`src/common/ex_pkg.sv`:
```
/*
  Widths, operation codes and request types of the RV32 execution stage.
  Enum encodings are local to this subsystem and do not follow the RISC-V opcode fields.
*/
package ex_pkg;

  localparam int unsigned XLEN           = 32;
  localparam int unsigned MD_ITERATIONS  = 32;
  // Enable to valid, worst case over all multiply/divide forms
  localparam int unsigned MD_MAX_LATENCY = 36;

  typedef logic [XLEN-1:0]                  xlen_word_t;
  typedef logic [XLEN+1:0]                  adder_ext_t;
  typedef logic [XLEN:0]                    md_operand_t;
  typedef logic [11:0]                      bt_imm_t;
  typedef logic [$clog2(MD_ITERATIONS)-1:0] md_cnt_t;

  typedef enum logic [4:0] {
    ALU_ADD, ALU_SUB, ALU_XOR, ALU_OR, ALU_AND, ALU_SLL, ALU_SRL, ALU_SRA,
    ALU_SLT, ALU_SLTU, ALU_EQ, ALU_NE, ALU_LT, ALU_GE, ALU_LTU, ALU_GEU
  } alu_op_e;

  typedef enum logic [2:0] {
    MD_MUL, MD_MULH, MD_MULHSU, MD_MULHU, MD_DIV, MD_DIVU, MD_REM, MD_REMU
  } md_op_e;

  typedef enum logic {
    JT_ALU, JT_BT
  } jt_sel_e;

  typedef enum logic [2:0] {
    MD_IDLE, MD_ABS, MD_ITER, MD_FIX, MD_DONE
  } md_state_e;

  typedef struct packed {
    alu_op_e    op;
    xlen_word_t operand_a;
    xlen_word_t operand_b;
  } alu_req_t;

  typedef struct packed {
    md_op_e     op;
    xlen_word_t operand_a;
    xlen_word_t operand_b;
  } md_req_t;

  typedef struct packed {
    jt_sel_e    jt_sel;
    bt_imm_t    imm;
    xlen_word_t pc;
  } bt_req_t;

endpackage
```
`src/logic/ex_block.sv`:
```
/*
  Execution stage of the RV32 core, ALU plus iterative multiply/divide unit.
  Outputs are combinational while multdiv_en_i is low; operands must be held
  until ex_valid_o when multdiv_en_i is high. No pipeline registers at the ports.
*/
`timescale 1ns/1ns

module ex_block #(
  parameter bit BranchTargetAlu = 1'b0
) (
  input  logic               clk_i,
  input  logic               rst_n_i,
  input  ex_pkg::alu_req_t   alu_req_i,
  input  ex_pkg::md_req_t    md_req_i,
  input  logic               multdiv_en_i,
  input  ex_pkg::bt_req_t    bt_req_i,
  output ex_pkg::xlen_word_t alu_adder_result_o,
  output ex_pkg::xlen_word_t result_o,
  output ex_pkg::xlen_word_t jump_target_o,
  output logic               branch_decision_o,
  output logic               ex_valid_o
);

  ex_pkg::xlen_word_t  alu_result;
  ex_pkg::xlen_word_t  md_result;
  ex_pkg::md_operand_t md_alu_a;
  ex_pkg::md_operand_t md_alu_b;
  logic                md_alu_sel;
  ex_pkg::adder_ext_t  alu_adder_ext;
  logic                alu_is_equal;
  logic                md_valid;

  ////////////////////////////////////////////////////////////
  // ALU
  ////////////////////////////////////////////////////////////

  ex_alu alu_i (
    .alu_req_i           (alu_req_i),
    .md_alu_a_i          (md_alu_a),
    .md_alu_b_i          (md_alu_b),
    .md_alu_sel_i        (md_alu_sel),
    .adder_result_o      (alu_adder_result_o),
    .adder_result_ext_o  (alu_adder_ext),
    .result_o            (alu_result),
    .comparison_result_o (branch_decision_o),
    .is_equal_o          (alu_is_equal)
  );

  ////////////////////////////////////////////////////////////
  // Multiply/divide
  ////////////////////////////////////////////////////////////

  ex_multdiv_iter multdiv_i (
    .clk_i           (clk_i),
    .rst_n_i         (rst_n_i),
    .en_i            (multdiv_en_i),
    .md_req_i        (md_req_i),
    .alu_adder_ext_i (alu_adder_ext),
    .alu_is_equal_i  (alu_is_equal),
    .alu_a_o         (md_alu_a),
    .alu_b_o         (md_alu_b),
    .alu_sel_o       (md_alu_sel),
    .valid_o         (md_valid),
    .result_o        (md_result)
  );

  assign result_o   = multdiv_en_i ? md_result : alu_result;
  // ALU results are ready in the same cycle
  assign ex_valid_o = multdiv_en_i ? md_valid : 1'b1;

  ////////////////////////////////////////////////////////////
  // Jump target
  ////////////////////////////////////////////////////////////

  if (BranchTargetAlu) begin : g_bt_alu
    ex_pkg::xlen_word_t bt_offset;
    ex_pkg::xlen_word_t bt_target;

    // Immediate is in halfwords
    assign bt_offset = {{(ex_pkg::XLEN - 13){bt_req_i.imm[11]}}, bt_req_i.imm, 1'b0};
    assign bt_target = bt_req_i.pc + bt_offset;

    assign jump_target_o = (bt_req_i.jt_sel == ex_pkg::JT_ALU) ? alu_adder_result_o : bt_target;
  end else begin : g_no_bt_alu
    // Jumps and branches both use the main adder
    assign jump_target_o = alu_adder_result_o;
  end

endmodule

```
`src/multdiv/ex_multdiv_iter.sv`:
```
/*
  Iterative multiply/divide unit, one bit per cycle through the ALU adder.
  md_req_i must stay unchanged while en_i is high; dropping en_i aborts the operation.
  valid_o is high for exactly one cycle per operation.
*/
`timescale 1ns/1ns

module ex_multdiv_iter (
  input  logic                clk_i,
  input  logic                rst_n_i,
  input  logic                en_i,
  input  ex_pkg::md_req_t     md_req_i,
  input  ex_pkg::adder_ext_t  alu_adder_ext_i,
  input  logic                alu_is_equal_i,
  output ex_pkg::md_operand_t alu_a_o,
  output ex_pkg::md_operand_t alu_b_o,
  output logic                alu_sel_o,
  output logic                valid_o,
  output ex_pkg::xlen_word_t  result_o
);

  ex_pkg::md_state_e   state_q;
  ex_pkg::md_state_e   state_d;
  ex_pkg::md_cnt_t     cnt_q;

  // op_q holds the multiplicand or the divisor, lo_q the multiplier or dividend
  ex_pkg::xlen_word_t  op_q;
  ex_pkg::xlen_word_t  acc_q;
  ex_pkg::xlen_word_t  lo_q;
  ex_pkg::xlen_word_t  result_q;
  logic                neg_q;

  logic                is_div;
  logic                is_rem;
  logic                a_neg;
  logic                b_neg;
  ex_pkg::xlen_word_t  abs_a;
  ex_pkg::xlen_word_t  abs_b;
  ex_pkg::md_operand_t sum;
  logic                div_ok;
  ex_pkg::xlen_word_t  acc_d;
  ex_pkg::xlen_word_t  lo_d;
  logic [2*ex_pkg::XLEN-1:0] fix_mag;
  logic [2*ex_pkg::XLEN-1:0] fix_val;
  ex_pkg::xlen_word_t  fix_result;

  ////////////////////////////////////////////////////////////
  // Operation decode and operand magnitudes
  ////////////////////////////////////////////////////////////

  assign is_div = md_req_i.op inside {ex_pkg::MD_DIV, ex_pkg::MD_DIVU,
                                      ex_pkg::MD_REM, ex_pkg::MD_REMU};
  assign is_rem = md_req_i.op inside {ex_pkg::MD_REM, ex_pkg::MD_REMU};

  // MUL keeps unsigned operands since its low half is sign independent
  assign a_neg = md_req_i.operand_a[ex_pkg::XLEN-1] &
                 (md_req_i.op inside {ex_pkg::MD_MULH, ex_pkg::MD_MULHSU,
                                      ex_pkg::MD_DIV, ex_pkg::MD_REM});
  assign b_neg = md_req_i.operand_b[ex_pkg::XLEN-1] &
                 (md_req_i.op inside {ex_pkg::MD_MULH, ex_pkg::MD_DIV, ex_pkg::MD_REM});

  assign abs_a = a_neg ? -md_req_i.operand_a : md_req_i.operand_a;
  assign abs_b = b_neg ? -md_req_i.operand_b : md_req_i.operand_b;

  ////////////////////////////////////////////////////////////
  // Adder operands
  ////////////////////////////////////////////////////////////

  assign alu_sel_o = (state_q == ex_pkg::MD_ABS) || (state_q == ex_pkg::MD_ITER);

  always_comb begin
    alu_a_o = '0;
    alu_b_o = '0;
    case (state_q)
      // Pass the divisor through so the ALU flags a zero
      ex_pkg::MD_ABS: alu_b_o = {1'b0, md_req_i.operand_b};
      ex_pkg::MD_ITER: begin
        if (is_div) begin
          alu_a_o = {1'b0, acc_q[ex_pkg::XLEN-2:0], lo_q[ex_pkg::XLEN-1]};
          alu_b_o = {1'b1, ~op_q};
        end else begin
          alu_a_o = {1'b0, acc_q};
          alu_b_o = lo_q[0] ? {1'b0, op_q} : '0;
        end
      end
      default: ;
    endcase
  end

  ////////////////////////////////////////////////////////////
  // Iteration step
  ////////////////////////////////////////////////////////////

  assign sum = alu_adder_ext_i[ex_pkg::XLEN+1:1];

  // The shifted remainder may carry a bit above the word, then it always fits
  assign div_ok = acc_q[ex_pkg::XLEN-1] | ~sum[ex_pkg::XLEN];

  always_comb begin
    if (is_div) begin
      acc_d = div_ok ? sum[ex_pkg::XLEN-1:0] : {acc_q[ex_pkg::XLEN-2:0], lo_q[ex_pkg::XLEN-1]};
      lo_d  = {lo_q[ex_pkg::XLEN-2:0], div_ok};
    end else begin
      acc_d = sum[ex_pkg::XLEN:1];
      lo_d  = {sum[0], lo_q[ex_pkg::XLEN-1:1]};
    end
  end

  // Sign fix and result pick
  always_comb begin
    case (md_req_i.op)
      ex_pkg::MD_DIV, ex_pkg::MD_DIVU: fix_mag = {{ex_pkg::XLEN{1'b0}}, lo_q};
      ex_pkg::MD_REM, ex_pkg::MD_REMU: fix_mag = {{ex_pkg::XLEN{1'b0}}, acc_q};
      default:                         fix_mag = {acc_q, lo_q};
    endcase
  end

  assign fix_val = neg_q ? -fix_mag : fix_mag;

  assign fix_result = (md_req_i.op inside {ex_pkg::MD_MULH, ex_pkg::MD_MULHSU,
                                           ex_pkg::MD_MULHU}) ?
                      fix_val[2*ex_pkg::XLEN-1:ex_pkg::XLEN] : fix_val[ex_pkg::XLEN-1:0];

  ////////////////////////////////////////////////////////////
  // FSM
  ////////////////////////////////////////////////////////////

  always_comb begin
    state_d = state_q;
    case (state_q)
      ex_pkg::MD_IDLE: if (en_i) state_d = ex_pkg::MD_ABS;
      ex_pkg::MD_ABS:  state_d = (is_div && alu_is_equal_i) ? ex_pkg::MD_DONE : ex_pkg::MD_ITER;
      ex_pkg::MD_ITER: begin
        if (cnt_q == ex_pkg::md_cnt_t'(ex_pkg::MD_ITERATIONS - 1)) begin
          state_d = ex_pkg::MD_FIX;
        end
      end
      ex_pkg::MD_FIX:  state_d = ex_pkg::MD_DONE;
      default:         state_d = ex_pkg::MD_IDLE;
    endcase
    // Enable low always returns to idle
    if (!en_i) begin
      state_d = ex_pkg::MD_IDLE;
    end
  end

  always_ff @(posedge clk_i) begin
    if (!rst_n_i) begin
      state_q <= ex_pkg::MD_IDLE;
      cnt_q   <= '0;
    end else begin
      state_q <= state_d;
      cnt_q   <= (state_q == ex_pkg::MD_ITER) ? ex_pkg::md_cnt_t'(cnt_q + 1'b1) : '0;
    end
  end

  always_ff @(posedge clk_i) begin
    case (state_q)
      ex_pkg::MD_ABS: begin
        op_q   <= is_div ? abs_b : abs_a;
        lo_q   <= is_div ? abs_a : abs_b;
        acc_q  <= '0;
        neg_q  <= is_rem ? a_neg : (a_neg ^ b_neg);
        // Division by zero result, replaced in MD_FIX on the normal path
        result_q <= is_rem ? md_req_i.operand_a : '1;
      end
      ex_pkg::MD_ITER: begin
        acc_q <= acc_d;
        lo_q  <= lo_d;
      end
      ex_pkg::MD_FIX: result_q <= fix_result;
      default: ;
    endcase
  end

  assign valid_o  = (state_q == ex_pkg::MD_DONE);
  assign result_o = result_q;

endmodule

```
`src/logic/ex_alu.sv`:
```
/*
  Purely combinational ALU built around one 34-bit adder.
  While md_alu_sel_i is high the adder belongs to the multiply/divide unit, and
  result_o and the compare outputs are then meaningless for the request.
*/
`timescale 1ns/1ns

module ex_alu (
  input  ex_pkg::alu_req_t    alu_req_i,
  input  ex_pkg::md_operand_t md_alu_a_i,
  input  ex_pkg::md_operand_t md_alu_b_i,
  input  logic                md_alu_sel_i,
  output ex_pkg::xlen_word_t  adder_result_o,
  output ex_pkg::adder_ext_t  adder_result_ext_o,
  output ex_pkg::xlen_word_t  result_o,
  output logic                comparison_result_o,
  output logic                is_equal_o
);

  ex_pkg::xlen_word_t  op_a;
  ex_pkg::xlen_word_t  op_b;
  logic                negate;
  ex_pkg::adder_ext_t  operand_b_neg;
  ex_pkg::adder_ext_t  adder_in_a;
  ex_pkg::adder_ext_t  adder_in_b;
  logic                unsigned_lt;
  logic                signed_lt;
  logic [4:0]          shamt;
  ex_pkg::md_operand_t shift_in;
  ex_pkg::md_operand_t shift_right_ext;
  ex_pkg::xlen_word_t  shift_left;

  assign op_a = alu_req_i.operand_a;
  assign op_b = alu_req_i.operand_b;

  ////////////////////////////////////////////////////////////
  // Adder
  ////////////////////////////////////////////////////////////

  // Subtract and every compare go through a - b
  assign negate = alu_req_i.op inside {ex_pkg::ALU_SUB, ex_pkg::ALU_SLT, ex_pkg::ALU_SLTU,
                                       ex_pkg::ALU_EQ, ex_pkg::ALU_NE, ex_pkg::ALU_LT,
                                       ex_pkg::ALU_GE, ex_pkg::ALU_LTU, ex_pkg::ALU_GEU};

  // Bit 0 carries the +1 of the two's complement into the word
  assign operand_b_neg = {1'b0, op_b, 1'b0} ^ {(ex_pkg::XLEN + 2){negate}};

  // The unit marks a subtraction by setting the top bit of operand b,
  // which then also serves as its carry-in
  assign adder_in_a = md_alu_sel_i ? {md_alu_a_i, 1'b1} : {1'b0, op_a, 1'b1};
  assign adder_in_b = md_alu_sel_i ? {md_alu_b_i, md_alu_b_i[ex_pkg::XLEN]} : operand_b_neg;

  assign adder_result_ext_o = adder_in_a + adder_in_b;
  assign adder_result_o     = adder_result_ext_o[ex_pkg::XLEN:1];

  ////////////////////////////////////////////////////////////
  // Comparator
  ////////////////////////////////////////////////////////////

  assign is_equal_o = (adder_result_o == '0);

  // Top bit of the 33-bit difference is the unsigned borrow
  assign unsigned_lt = adder_result_ext_o[ex_pkg::XLEN+1];
  assign signed_lt   = (op_a[ex_pkg::XLEN-1] != op_b[ex_pkg::XLEN-1]) ?
                       op_a[ex_pkg::XLEN-1] : unsigned_lt;

  always_comb begin
    case (alu_req_i.op)
      ex_pkg::ALU_EQ:                 comparison_result_o = is_equal_o;
      ex_pkg::ALU_NE:                 comparison_result_o = ~is_equal_o;
      ex_pkg::ALU_LT, ex_pkg::ALU_SLT:   comparison_result_o = signed_lt;
      ex_pkg::ALU_GE:                 comparison_result_o = ~signed_lt;
      ex_pkg::ALU_LTU, ex_pkg::ALU_SLTU: comparison_result_o = unsigned_lt;
      ex_pkg::ALU_GEU:                comparison_result_o = ~unsigned_lt;
      default:                        comparison_result_o = 1'b0;
    endcase
  end

  ////////////////////////////////////////////////////////////
  // Shifter
  ////////////////////////////////////////////////////////////

  assign shamt = op_b[4:0];

  // One extra bit on top replicates the sign for SRA
  assign shift_in        = {(alu_req_i.op == ex_pkg::ALU_SRA) & op_a[ex_pkg::XLEN-1], op_a};
  assign shift_right_ext = $signed(shift_in) >>> shamt;
  assign shift_left      = op_a << shamt;

  ////////////////////////////////////////////////////////////
  // Result select
  ////////////////////////////////////////////////////////////

  always_comb begin
    case (alu_req_i.op)
      ex_pkg::ALU_ADD, ex_pkg::ALU_SUB: result_o = adder_result_o;
      ex_pkg::ALU_XOR:                  result_o = op_a ^ op_b;
      ex_pkg::ALU_OR:                   result_o = op_a | op_b;
      ex_pkg::ALU_AND:                  result_o = op_a & op_b;
      ex_pkg::ALU_SLL:                  result_o = shift_left;
      ex_pkg::ALU_SRL, ex_pkg::ALU_SRA: result_o = shift_right_ext[ex_pkg::XLEN-1:0];
      // Set-less-than and the branch compares
      default: result_o = {{(ex_pkg::XLEN - 1){1'b0}}, comparison_result_o};
    endcase
  end

endmodule

```
`config.mk`:
```
export PLATFORM = sky130hd
export DESIGN_NAME = ex_block
export DESIGN_NICKNAME = d
export VERILOG_FILES = /design/src/common/ex_pkg.sv /design/src/logic/ex_block.sv /design/src/multdiv/ex_multdiv_iter.sv /design/src/logic/ex_alu.sv
export SDC_FILE = /design/constraint.sdc
export NUM_CORES = 1
export LEC_CHECK = 0
export ABC_AREA = 1
export BUFFER_PORTS_ARGS = -buffer_cell sky130_fd_sc_hd__buf_2
export CAP_MARGIN = 0
export CORE_ASPECT_RATIO = 1.5
export CORE_UTILIZATION = 60
export DETAILED_ROUTE_END_ITERATION = 12
export PLACE_DENSITY = 0.83
export SKIP_LAST_GASP = 1
export SLEW_MARGIN = 20
export SYNTH_ARGS = -nofsm -noshare
export SYNTH_HDL_FRONTEND = slang
export SYNTH_SLANG_ARGS = --single-unit
```
`constraint.sdc`:
```
create_clock -name clk_i -period 19.75 [get_ports clk_i]
set_clock_uncertainty 0.05 [all_clocks]
set_input_delay 3.95 -clock clk_i [delete_from_list [all_inputs] [get_ports clk_i]]
set_output_delay 3.95 -clock clk_i [all_outputs]
set_load 0.005 [all_outputs]
```
==> summary.md, run 1 <==
| Metric | Value |
|---|---|
| Total congestion overflow | `8` |
| Placer Congestion | `1.24` |
| Avg Inst Size Synth | `about 6.0 sq um` |
| Unique masters post-synth | `around 70` |
| Synthesized net count | `about 3.7k` |
| Port Buffers | `roughly 240` |
| Largest net degree at the start of global routing | `about 110` |
| Primary FF master, synth | `edfxtp_1` |
| Vias in the first global route | `~25k` |
| First-pass GRT wire length | `163000 um` |
| IO Count | `approximately 280` |
| Chip Width | `around 150 um` |
| Final HPWL DP | `between 70000 and 80000 um` |
| Largest area contributor in the netlist | `edfxtp_1` |
| Cts bufs inserted | `17` |
| Initial core utilization | `between 60% and 70%` |
| Post-CTS Setup Bufs | `0` |
| CTS Sinks | `around 140` |
| Last stage reached | `global routing (5_1_grt)` |
| FP Rows | `slightly above 80` |
| Sequential area share after synthesis | `approximately 20%` |
| Yosys warns | `0` |
| Post-synth EDFFs | `around 130` |
| Yosys reg bits | `roughly 140` |
| Hold Buf Count CTS | `0` |
| Top-area cell type share of the netlist area | `a little under a fifth` |
| Die height | `around 230 um` |
| Number of gates resized after cts | `0` |
| Total GRT Usage | `63.6%` |
| Run Error | `[ERROR GRT-0116] Global routing finished with congestion. Check the congestion regions in the DRC Viewer.` |
| H-tree Lvls | `4` |
| Cells after Synth | `around 3.4k` |
| Status | `aborted with a tool error` |
| Clk buf depth | `2` |
| Root Buffer | `clkbuf_16` |
| Post-synth ARST share | `0%` |
| Post-Syn Area | `between 20000 and 25000 sq um` |
| Synth top area cells | `edfxtp_1 19%, nand2_1 15%, o21ai_0 13%` |
layer usage:
metal	GRT usage [%]	GRT overflow
met1	64.3	0
met5	8.40	0
met3	31.7	0
met2	89.4	2
met4	72.2	6
cells by family after synthesis:
| family | share of synthesized area, % |
|---|---|
| buffers and inverters | 11.7 |
| adders and majority gates | 6.38 |
| DFF | 19.8 |
| AOI/OAI and AO/OA | 27.4 |
| and+or+nand+nor | 29.9 |
| xor gates and xnor gates | 3.66 |
| muxes | 1.14 |
synth_stat cells, drive strengths merged, types with 2 or more instances:
| library cell | number |
|---|---|
| o221ai | 13 |
| clkinv | 7 |
| o21a | 7 |
| o21ai | 528 |
| a311oi | 2 |
| and2 | 2 |
| a31oi | 34 |
| o31ai | 14 |
| inv | 350 |
| xnor2 | 26 |
| clkbuf | 153 |
| a32oi | 8 |
| dfxtp | 8 |
| a22o | 4 |
| nor3 | 40 |
| o211ai | 37 |
| xor2 | 59 |
| o22ai | 6 |
| a21o | 12 |
| nand4 | 26 |
| nand3 | 110 |
| nor2 | 447 |
| nor4 | 21 |
| edfxtp | 129 |
| a221oi | 18 |
| o41ai | 7 |
| a22oi | 24 |
| a211oi | 11 |
| o21bai | 12 |
| nand2 | 796 |
| ha | 102 |
| mux2i | 22 |
| buf | 66 |
| o2111ai | 13 |
| nand3b | 9 |
| o311ai | 2 |
| or2 | 12 |
| a21oi | 228 |
metrics by stage:
stage | hold slack (ns) | std cells | setup WS, ns | utilization [%] | area, sq um
CTS | 0.404 | 3876 | 5.48 | 65.5 | 21800
detailed placement | 0.388 | 3844 | 5.52 | 63.8 | 21300
floorplan | 0.368 | 3372 | 8.09 | - | 20300
global placement | 0.375 | 3844 | 5.59 | 63.8 | 21300
==> run 2: changes to the inputs <==
- CORE_ASPECT_RATIO: 1.5 -> default
- CORE_UTILIZATION: 60 -> 40
- PLACE_DENSITY: 0.83 -> default
- PLACE_DENSITY_LB_ADDON: default -> 0.15
==> summary.md, run 2 <==
| Metric | Value |
|---|---|
| Status | `complete, no violations` |
| Metal-1 WL | `~40000 um` |
| Most frequent cells in the layout | `788 x nand2_1, 509 x o21ai_0, 426 x nor2_1` |
| Pins Over Slew Limit | `0` |
| Hold Buf Count CTS | `0` |
| F_max | `71.3 MHz` |
| Layout overhead on the synthesized area | `9.40%` |
| Largest net degree at the start of global routing | `94` |
| Pwr per Cell Area | `66.5 nW/um^2` |
| Detailed-route wire length | `102000 um` |
| Starting DRT DRC Count | `3386` |
| Root Buffer | `clkbuf_16` |
| Via count | `roughly 24k` |
| Initial antenna violation count | `2` |
| Hold Path Class | `register to register` |
| CP arrival | `around 10 ns` |
| FF/Latch Area | `4030 sq um` |
| Largest area contributor in the netlist | `edfxtp_1` |
| Area of the core | `about 50000 sq um` |
| Worst-margin pin slew | `between 1 and 1.5 ns` |
| Die height | `approximately 230 um` |
| IO Count | `282` |
| Yosys warns | `0` |
| Final HPWL DP | `around 81000 um` |
| Nets | `3734` |
| Design area | `approximately 22000 sq um` |
| Hold slack | `between 0.3 and 0.4 ns` |
| Total GRT Usage | `roughly two fifths` |
| Final worst slack | `5.72 ns` |
| Clock network latency to the later pin of the worst-skew pair | `between 0.4 and 0.5 ns` |
| Avg Inst Size Synth | `6.03 sq um` |
| Yosys reg bits | `approximately 140` |
| DIE AREA | `roughly 52000 sq um` |
| DP Worst Slack | `~6.0 ns` |
| Post-layout util | `between 40% and 50%` |
| Met3 wire length | `a little under 10000 um` |
| Cells after Synth | `between 3k and 4k` |
| Vias per cell | `5.88` |
| TritonCTS clock tree | `done` |
| Reg clk slew, reported paths | `about 0.070 ns` |
| Cts bufs inserted | `17` |
| Post-CTS Setup Bufs | `0` |
| VDD IR max | `0.0699 mV` |
| Min Tclk post-route | `around 14 ns` |
| Placer Congestion | `between 1 and 1.5` |
| Top Metal Used | `met5` |
| Dpl cell area | `about 22000 sq um` |
| Synth top area cells | `edfxtp_1 19%, nand2_1 15%, o21ai_0 13%` |
| Synthesized net count | `approximately 3.7k` |
| Most numerous cell in the Yosys netlist | `nand2_1` |
| Worst setup EP type | `output port` |
| Vias in the first global route | `around 22k` |
| Sequential area share after synthesis | `about a fifth` |
| Number of gates resized after cts | `0` |
| Commonest non-fill, non-tap cell in the layout | `nand2_1` |
| Post-synth ARST share | `0%` |
| Initial core utilization | `40.5%` |
| Worst setup SP type | `input port` |
| Routed len/inst | `between 20 and 25 um` |
| Fin. Hold Viols | `0` |
| Req. time, crit path | `about 16 ns` |
| Met2 Wirelength | `about 44000 um` |
| Total congestion overflow | `0` |
| H-tree Lvls | `4` |
| Max_slew headroom | `between 15 and 20%` |
| Setup TNS | `0 ns` |
| Multi-input gate area | `13900 sq um` |
| Commonest cells in the netlist | `789 x nand2_1, 509 x o21ai_0, 428 x nor2_1` |
| Primary FF master, synth | `edfxtp_1` |
| CTS Sinks | `137` |
| Critical Path Fanout Max | `between 70 and 80` |
| Port Buffers | `roughly 240` |
| Unique masters post-synth | `~70` |
| Post-DRT Antenna Nets | `0` |
| # fillers | `around 5.6k` |
| Setup violations, final | `0` |
| Number of max-cap violations | `0` |
| DRT Pass-1 Iters | `7` |
| Pleak | `a little over 10 nW` |
| FP Rows | `82` |
| Layout cell share with drive strength beyond 1 | `between 10 and 15%` |
| Chip Width | `approximately 230 um` |
| First-pass GRT wire length | `~150000 um` |
| Clk buf depth | `2` |
| Post-Syn Area | `around 20000 sq um` |
| Top-area cell type share of the netlist area | `19.1%` |
| Setup CP Type | `input port to output port` |
| Post-synth EDFFs | `129` |
| DR DRC count | `0` |
| Period utilization | `71.0%` |
| RSZ-0062 raised after global routing | `false` |
[run 2: cell counts after synthesis]
No cell type changed its count.
[run 2: cell type report]
type	count	share of cell area, %
timing repair buffer	275	6.66
antenna	1	0.0113
multi-input combinational	2659	62.7
tap	672	3.78
inverter	357	6.05
clock buffer	17	1.91
clock inverter	15	0.737
sequential	137	18.1
[run 2: cells by family after synthesis]
kind of cell	Yosys count	share of synthesized area, %
muxes	23	1.14
DFF	137	19.8
and+or+nand+nor	1466	29.9
AOI/OAI and AO/OA	982	27.4
buffers and inverters	576	11.7
adders and majority gates	103	6.38
xor gates and xnor gates	85	3.66
[run 2: worst paths after layout]
kind / slack (ns) / from / endpoint / depth (start not counted)
max: 5.72 / md_req_i[66] / result_o[27] / 21
min: 0.40 / multdiv_i.cnt_q[0] / multdiv_i.cnt_q[0] / 1
max reg2reg: 12.16 / multdiv_i.state_q[0] / multdiv_i.acc_q[18] / 24
min reg2reg: 0.40 / multdiv_i.cnt_q[0] / multdiv_i.cnt_q[0] / 1
[run 2: per-stage QoR]
| stage | std cells | power, mW |
|---|---|---|
| floorplan | 3372 | 0.820 |
| global placement | 4100 | 1.11 |
| detailed placement | 4100 | 1.11 |
| CTS | 4132 | 1.45 |
| global route | 4132 | 1.54 |
| finish | 4133 | 1.48 |
[run 2: critical path: stages]
cell and delay (ns):
buf_6 0.44, buf_4 0.55, buf_4 0.58, o21ai_0 0.19, a21oi_1 0.20, a21oi_1 0.14, o21ai_0 0.18, ha_1 0.34
a21oi_1 0.31, o21ai_0 0.16, a21oi_1 0.15, nand2_1 0.14, nand2_1 0.11, nand2_1 0.08, nand2_1 0.14, a21oi_1 0.11
xnor2_1 0.67, o21ai_0 0.21, nor4_1 0.84, o21ai_0 0.24, buf_2 0.19
[run 2: power breakdown]
part           leakage (nW)  switching (mW)  internal, mW  total, mW
Combinational          8.55           0.567         0.215      0.782
Clock                 0.282           0.154         0.188      0.342
Sequential             1.24          0.0147         0.341      0.355
Total                  10.1           0.736         0.743       1.48
[run 2: metal layers]
layer  GRT usage, %  vias up
met2           59.9     1324
li1               -    11500
met5              0        -
met3           6.16      240
met4           27.1        2
met1           50.6    11200
(Power assumes the default switching activity.)
==> run 3: changes to the inputs <==
- clock period: 19.75 -> 13.5 ns (I/O delays scaled with it)
==> summary.md, run 3 (same netlist as run 2, synthesis figures left out) <==
| Metric | Value |
|---|---|
| Pleak | `10.1 nW` |
| Hold endpoint | `multdiv_i.state_q[0]` |
| Post-DRT Antenna Nets | `0` |
| Post-CTS Setup Bufs | `0` |
| Hold Path Class | `register to register` |
| RR Endpoint | `multdiv_i.lo_q[0]` |
| Total congestion overflow | `0` |
| Hold slack | `0.401 ns` |
| Total GRT Usage | `about 40%` |
| DIE AREA | `slightly above 50000 sq um` |
| Clock power share | `between 20% and 30%` |
| P_int | `between 1 and 1.5 mW` |
| Root Buffer | `clkbuf_16` |
| Port Buffers | `approximately 240` |
| Largest net degree at the start of global routing | `76` |
| TritonCTS clock tree | `done` |
| Clk buf depth | `2` |
| Share of power burned in registers | `between 20% and 30%` |
| Power share of the combinational group | `54.0%` |
| Status | `complete, no violations` |
| Worst setup SP type | `input port` |
| Area of the core | `between 50000 and 60000 sq um` |
| FP Rows | `82` |
| Reg clk slew, reported paths | `~0.06 ns` |
| Worst hold path cell count | `1` |
| Period utilization | `~84%` |
| First-pass GRT wire length | `around 150000 um` |
| Pins Over Slew Limit | `0` |
| Setup TNS | `0 ns` |
| Critical Path Fanout Max | `7` |
| FF/Latch Area | `4030 sq um` |
| Placer Congestion | `approximately 1.1` |
| Pwr per Cell Area | `around 96 nW/um^2` |
| Switching part of the total | `around half` |
| Commonest non-fill, non-tap cell in the layout | `nand2_1` |
| Worst-margin pin slew | `1.16 ns` |
| Die height | `~230 um` |
| Nets | `~3.7k` |
| Setup CP Type | `input port to output port` |
| CP arrival | `8.60 ns` |
| F_max | `88.1 MHz` |
| Initial core utilization | `between 40% and 50%` |
| DRT Pass-1 Iters | `6` |
| Max_slew headroom | `between 20% and 30%` |
| Initial antenna violation count | `4` |
| Hold Buf Count CTS | `0` |
| IO Count | `around 280` |
| Layout cell share with drive strength beyond 1 | `11.2%` |
| Via count | `about 24k` |
| Number of gates resized after cts | `0` |
| Switching power | `roughly 1.1 mW` |
| Cts bufs inserted | `17` |
| # fillers | `5654` |
| Worst Reg-to-Reg Cells | `24` |
| Worst r2r src | `multdiv_i.state_q[0]` |
| H-tree Lvls | `4` |
| Multi-input gate area | `13900 sq um` |
| Most frequent cells in the layout | `788 x nand2_1, 509 x o21ai_0, 426 x nor2_1` |
| Fin. Hold Viols | `0` |
| CTS Sinks | `~140` |
| Req. time, crit path | `10.75 ns` |
| RSZ-0062 raised after global routing | `false` |
| Vias per cell | `about 6` |
| Layout overhead on the synthesized area | `9.18%` |
| Routed len/inst | `around 25 um` |
| Number of max-cap violations | `0` |
| VDD IR max | `~0.11 mV` |
| Worst setup EP type | `output port` |
| Clock network latency to the later pin of the worst-skew pair | `0.48 ns` |
| Starting DRT DRC Count | `around 3.3k` |
| R2r setup slk | `about 5.8 ns` |
| Vias in the first global route | `roughly 22k` |
| Detailed-route wire length | `approximately 100000 um` |
| Hold Startpoint | `multdiv_i.state_q[0]` |
| Chip Width | `roughly 230 um` |
| Final HPWL DP | `82800 um` |
| Min Tclk post-route | `about 11 ns` |
| DR DRC count | `0` |
| Setup violations, final | `0` |
run 3: how the worst max path moves through the flow:
stage	startpoint	to	slack (ns)	cells after the start
finish	alu_req_i[67]	result_o[27]	2.15	25
global route	md_req_i[66]	result_o[27]	1.97	21
CTS	md_req_i[66]	result_o[27]	2.36	21
detailed placement	md_req_i[66]	result_o[27]	2.37	21
global placement	md_req_i[66]	result_o[27]	2.35	21
floorplan	md_req_i[66]	result_o[0]	4.34	27
run 3: final cells by class:
class | count | area share [%]
well taps | 672 | 3.79
clock inverters | 9 | 0.282
clock buffers | 23 | 2.20
repair buffers | 275 | 6.67
inverters | 357 | 6.07
multi-input cells | 2659 | 62.8
diodes | 1 | 0.0113
flip-flops and latches | 137 | 18.2
run 3: critical path, cell delays in order:
cell and delay, ns:
buf_2 0.12, nor2_1 0.35, nand3_1 0.12, nand2_1 0.08, nor2_1 0.06, nand2_1 0.15
clkinv_1 0.21, o21ai_0 0.76, o221ai_1 0.32, ha_1 0.44, nand2_1 0.07, o21ai_0 0.39
nand2_1 0.09, nand2_1 0.18, nand2_1 0.07, nand2_1 0.15, nand2_1 0.10, nand2_1 0.09
nand2_1 0.11, a21oi_1 0.19, xnor2_1 0.37, o21ai_0 0.16, nor4_1 0.87, o21ai_0 0.24
buf_2 0.19
run 3: power by group through the flow:
stage	combinational [mW]	clock [mW]	sequential, mW
3_5_place_dp	1.11	0	0.528
3_3_place_gp	1.11	0	0.528
5_1_grt	1.24	0.481	0.522
6_report	1.16	0.464	0.521
2_1_floorplan	0.682	0	0.518
4_1_cts	1.12	0.466	0.519
run 3: metal layers:
metal	track usage (%)	vias up	share of wire, %
li1	-	11500	-
met1	50.9	11200	40
met2	59.4	1355	42
met3	7.52	274	9.2
met4	32.0	0	8.7
met5	0	-	0
run 3: stage by stage:
| step | power [mW] | utilization (%) | instance area [sq um] | setup slack [ns] | instances |
|---|---|---|---|---|---|
| 6_report | 2.14 | 44.2 | 22200 | 2.15 | 4133 |
| 5_1_grt | 2.24 | 44.2 | 22200 | 1.97 | 4133 |
| 4_1_cts | 2.10 | 44.2 | 22200 | 2.36 | 4132 |
| 3_5_place_dp | 1.64 | 43.1 | 21600 | 2.37 | 4100 |
| 3_3_place_gp | 1.64 | 43.1 | 21600 | 2.35 | 4100 |
| 2_1_floorplan | 1.20 | - | 20300 | 4.34 | 3372 |
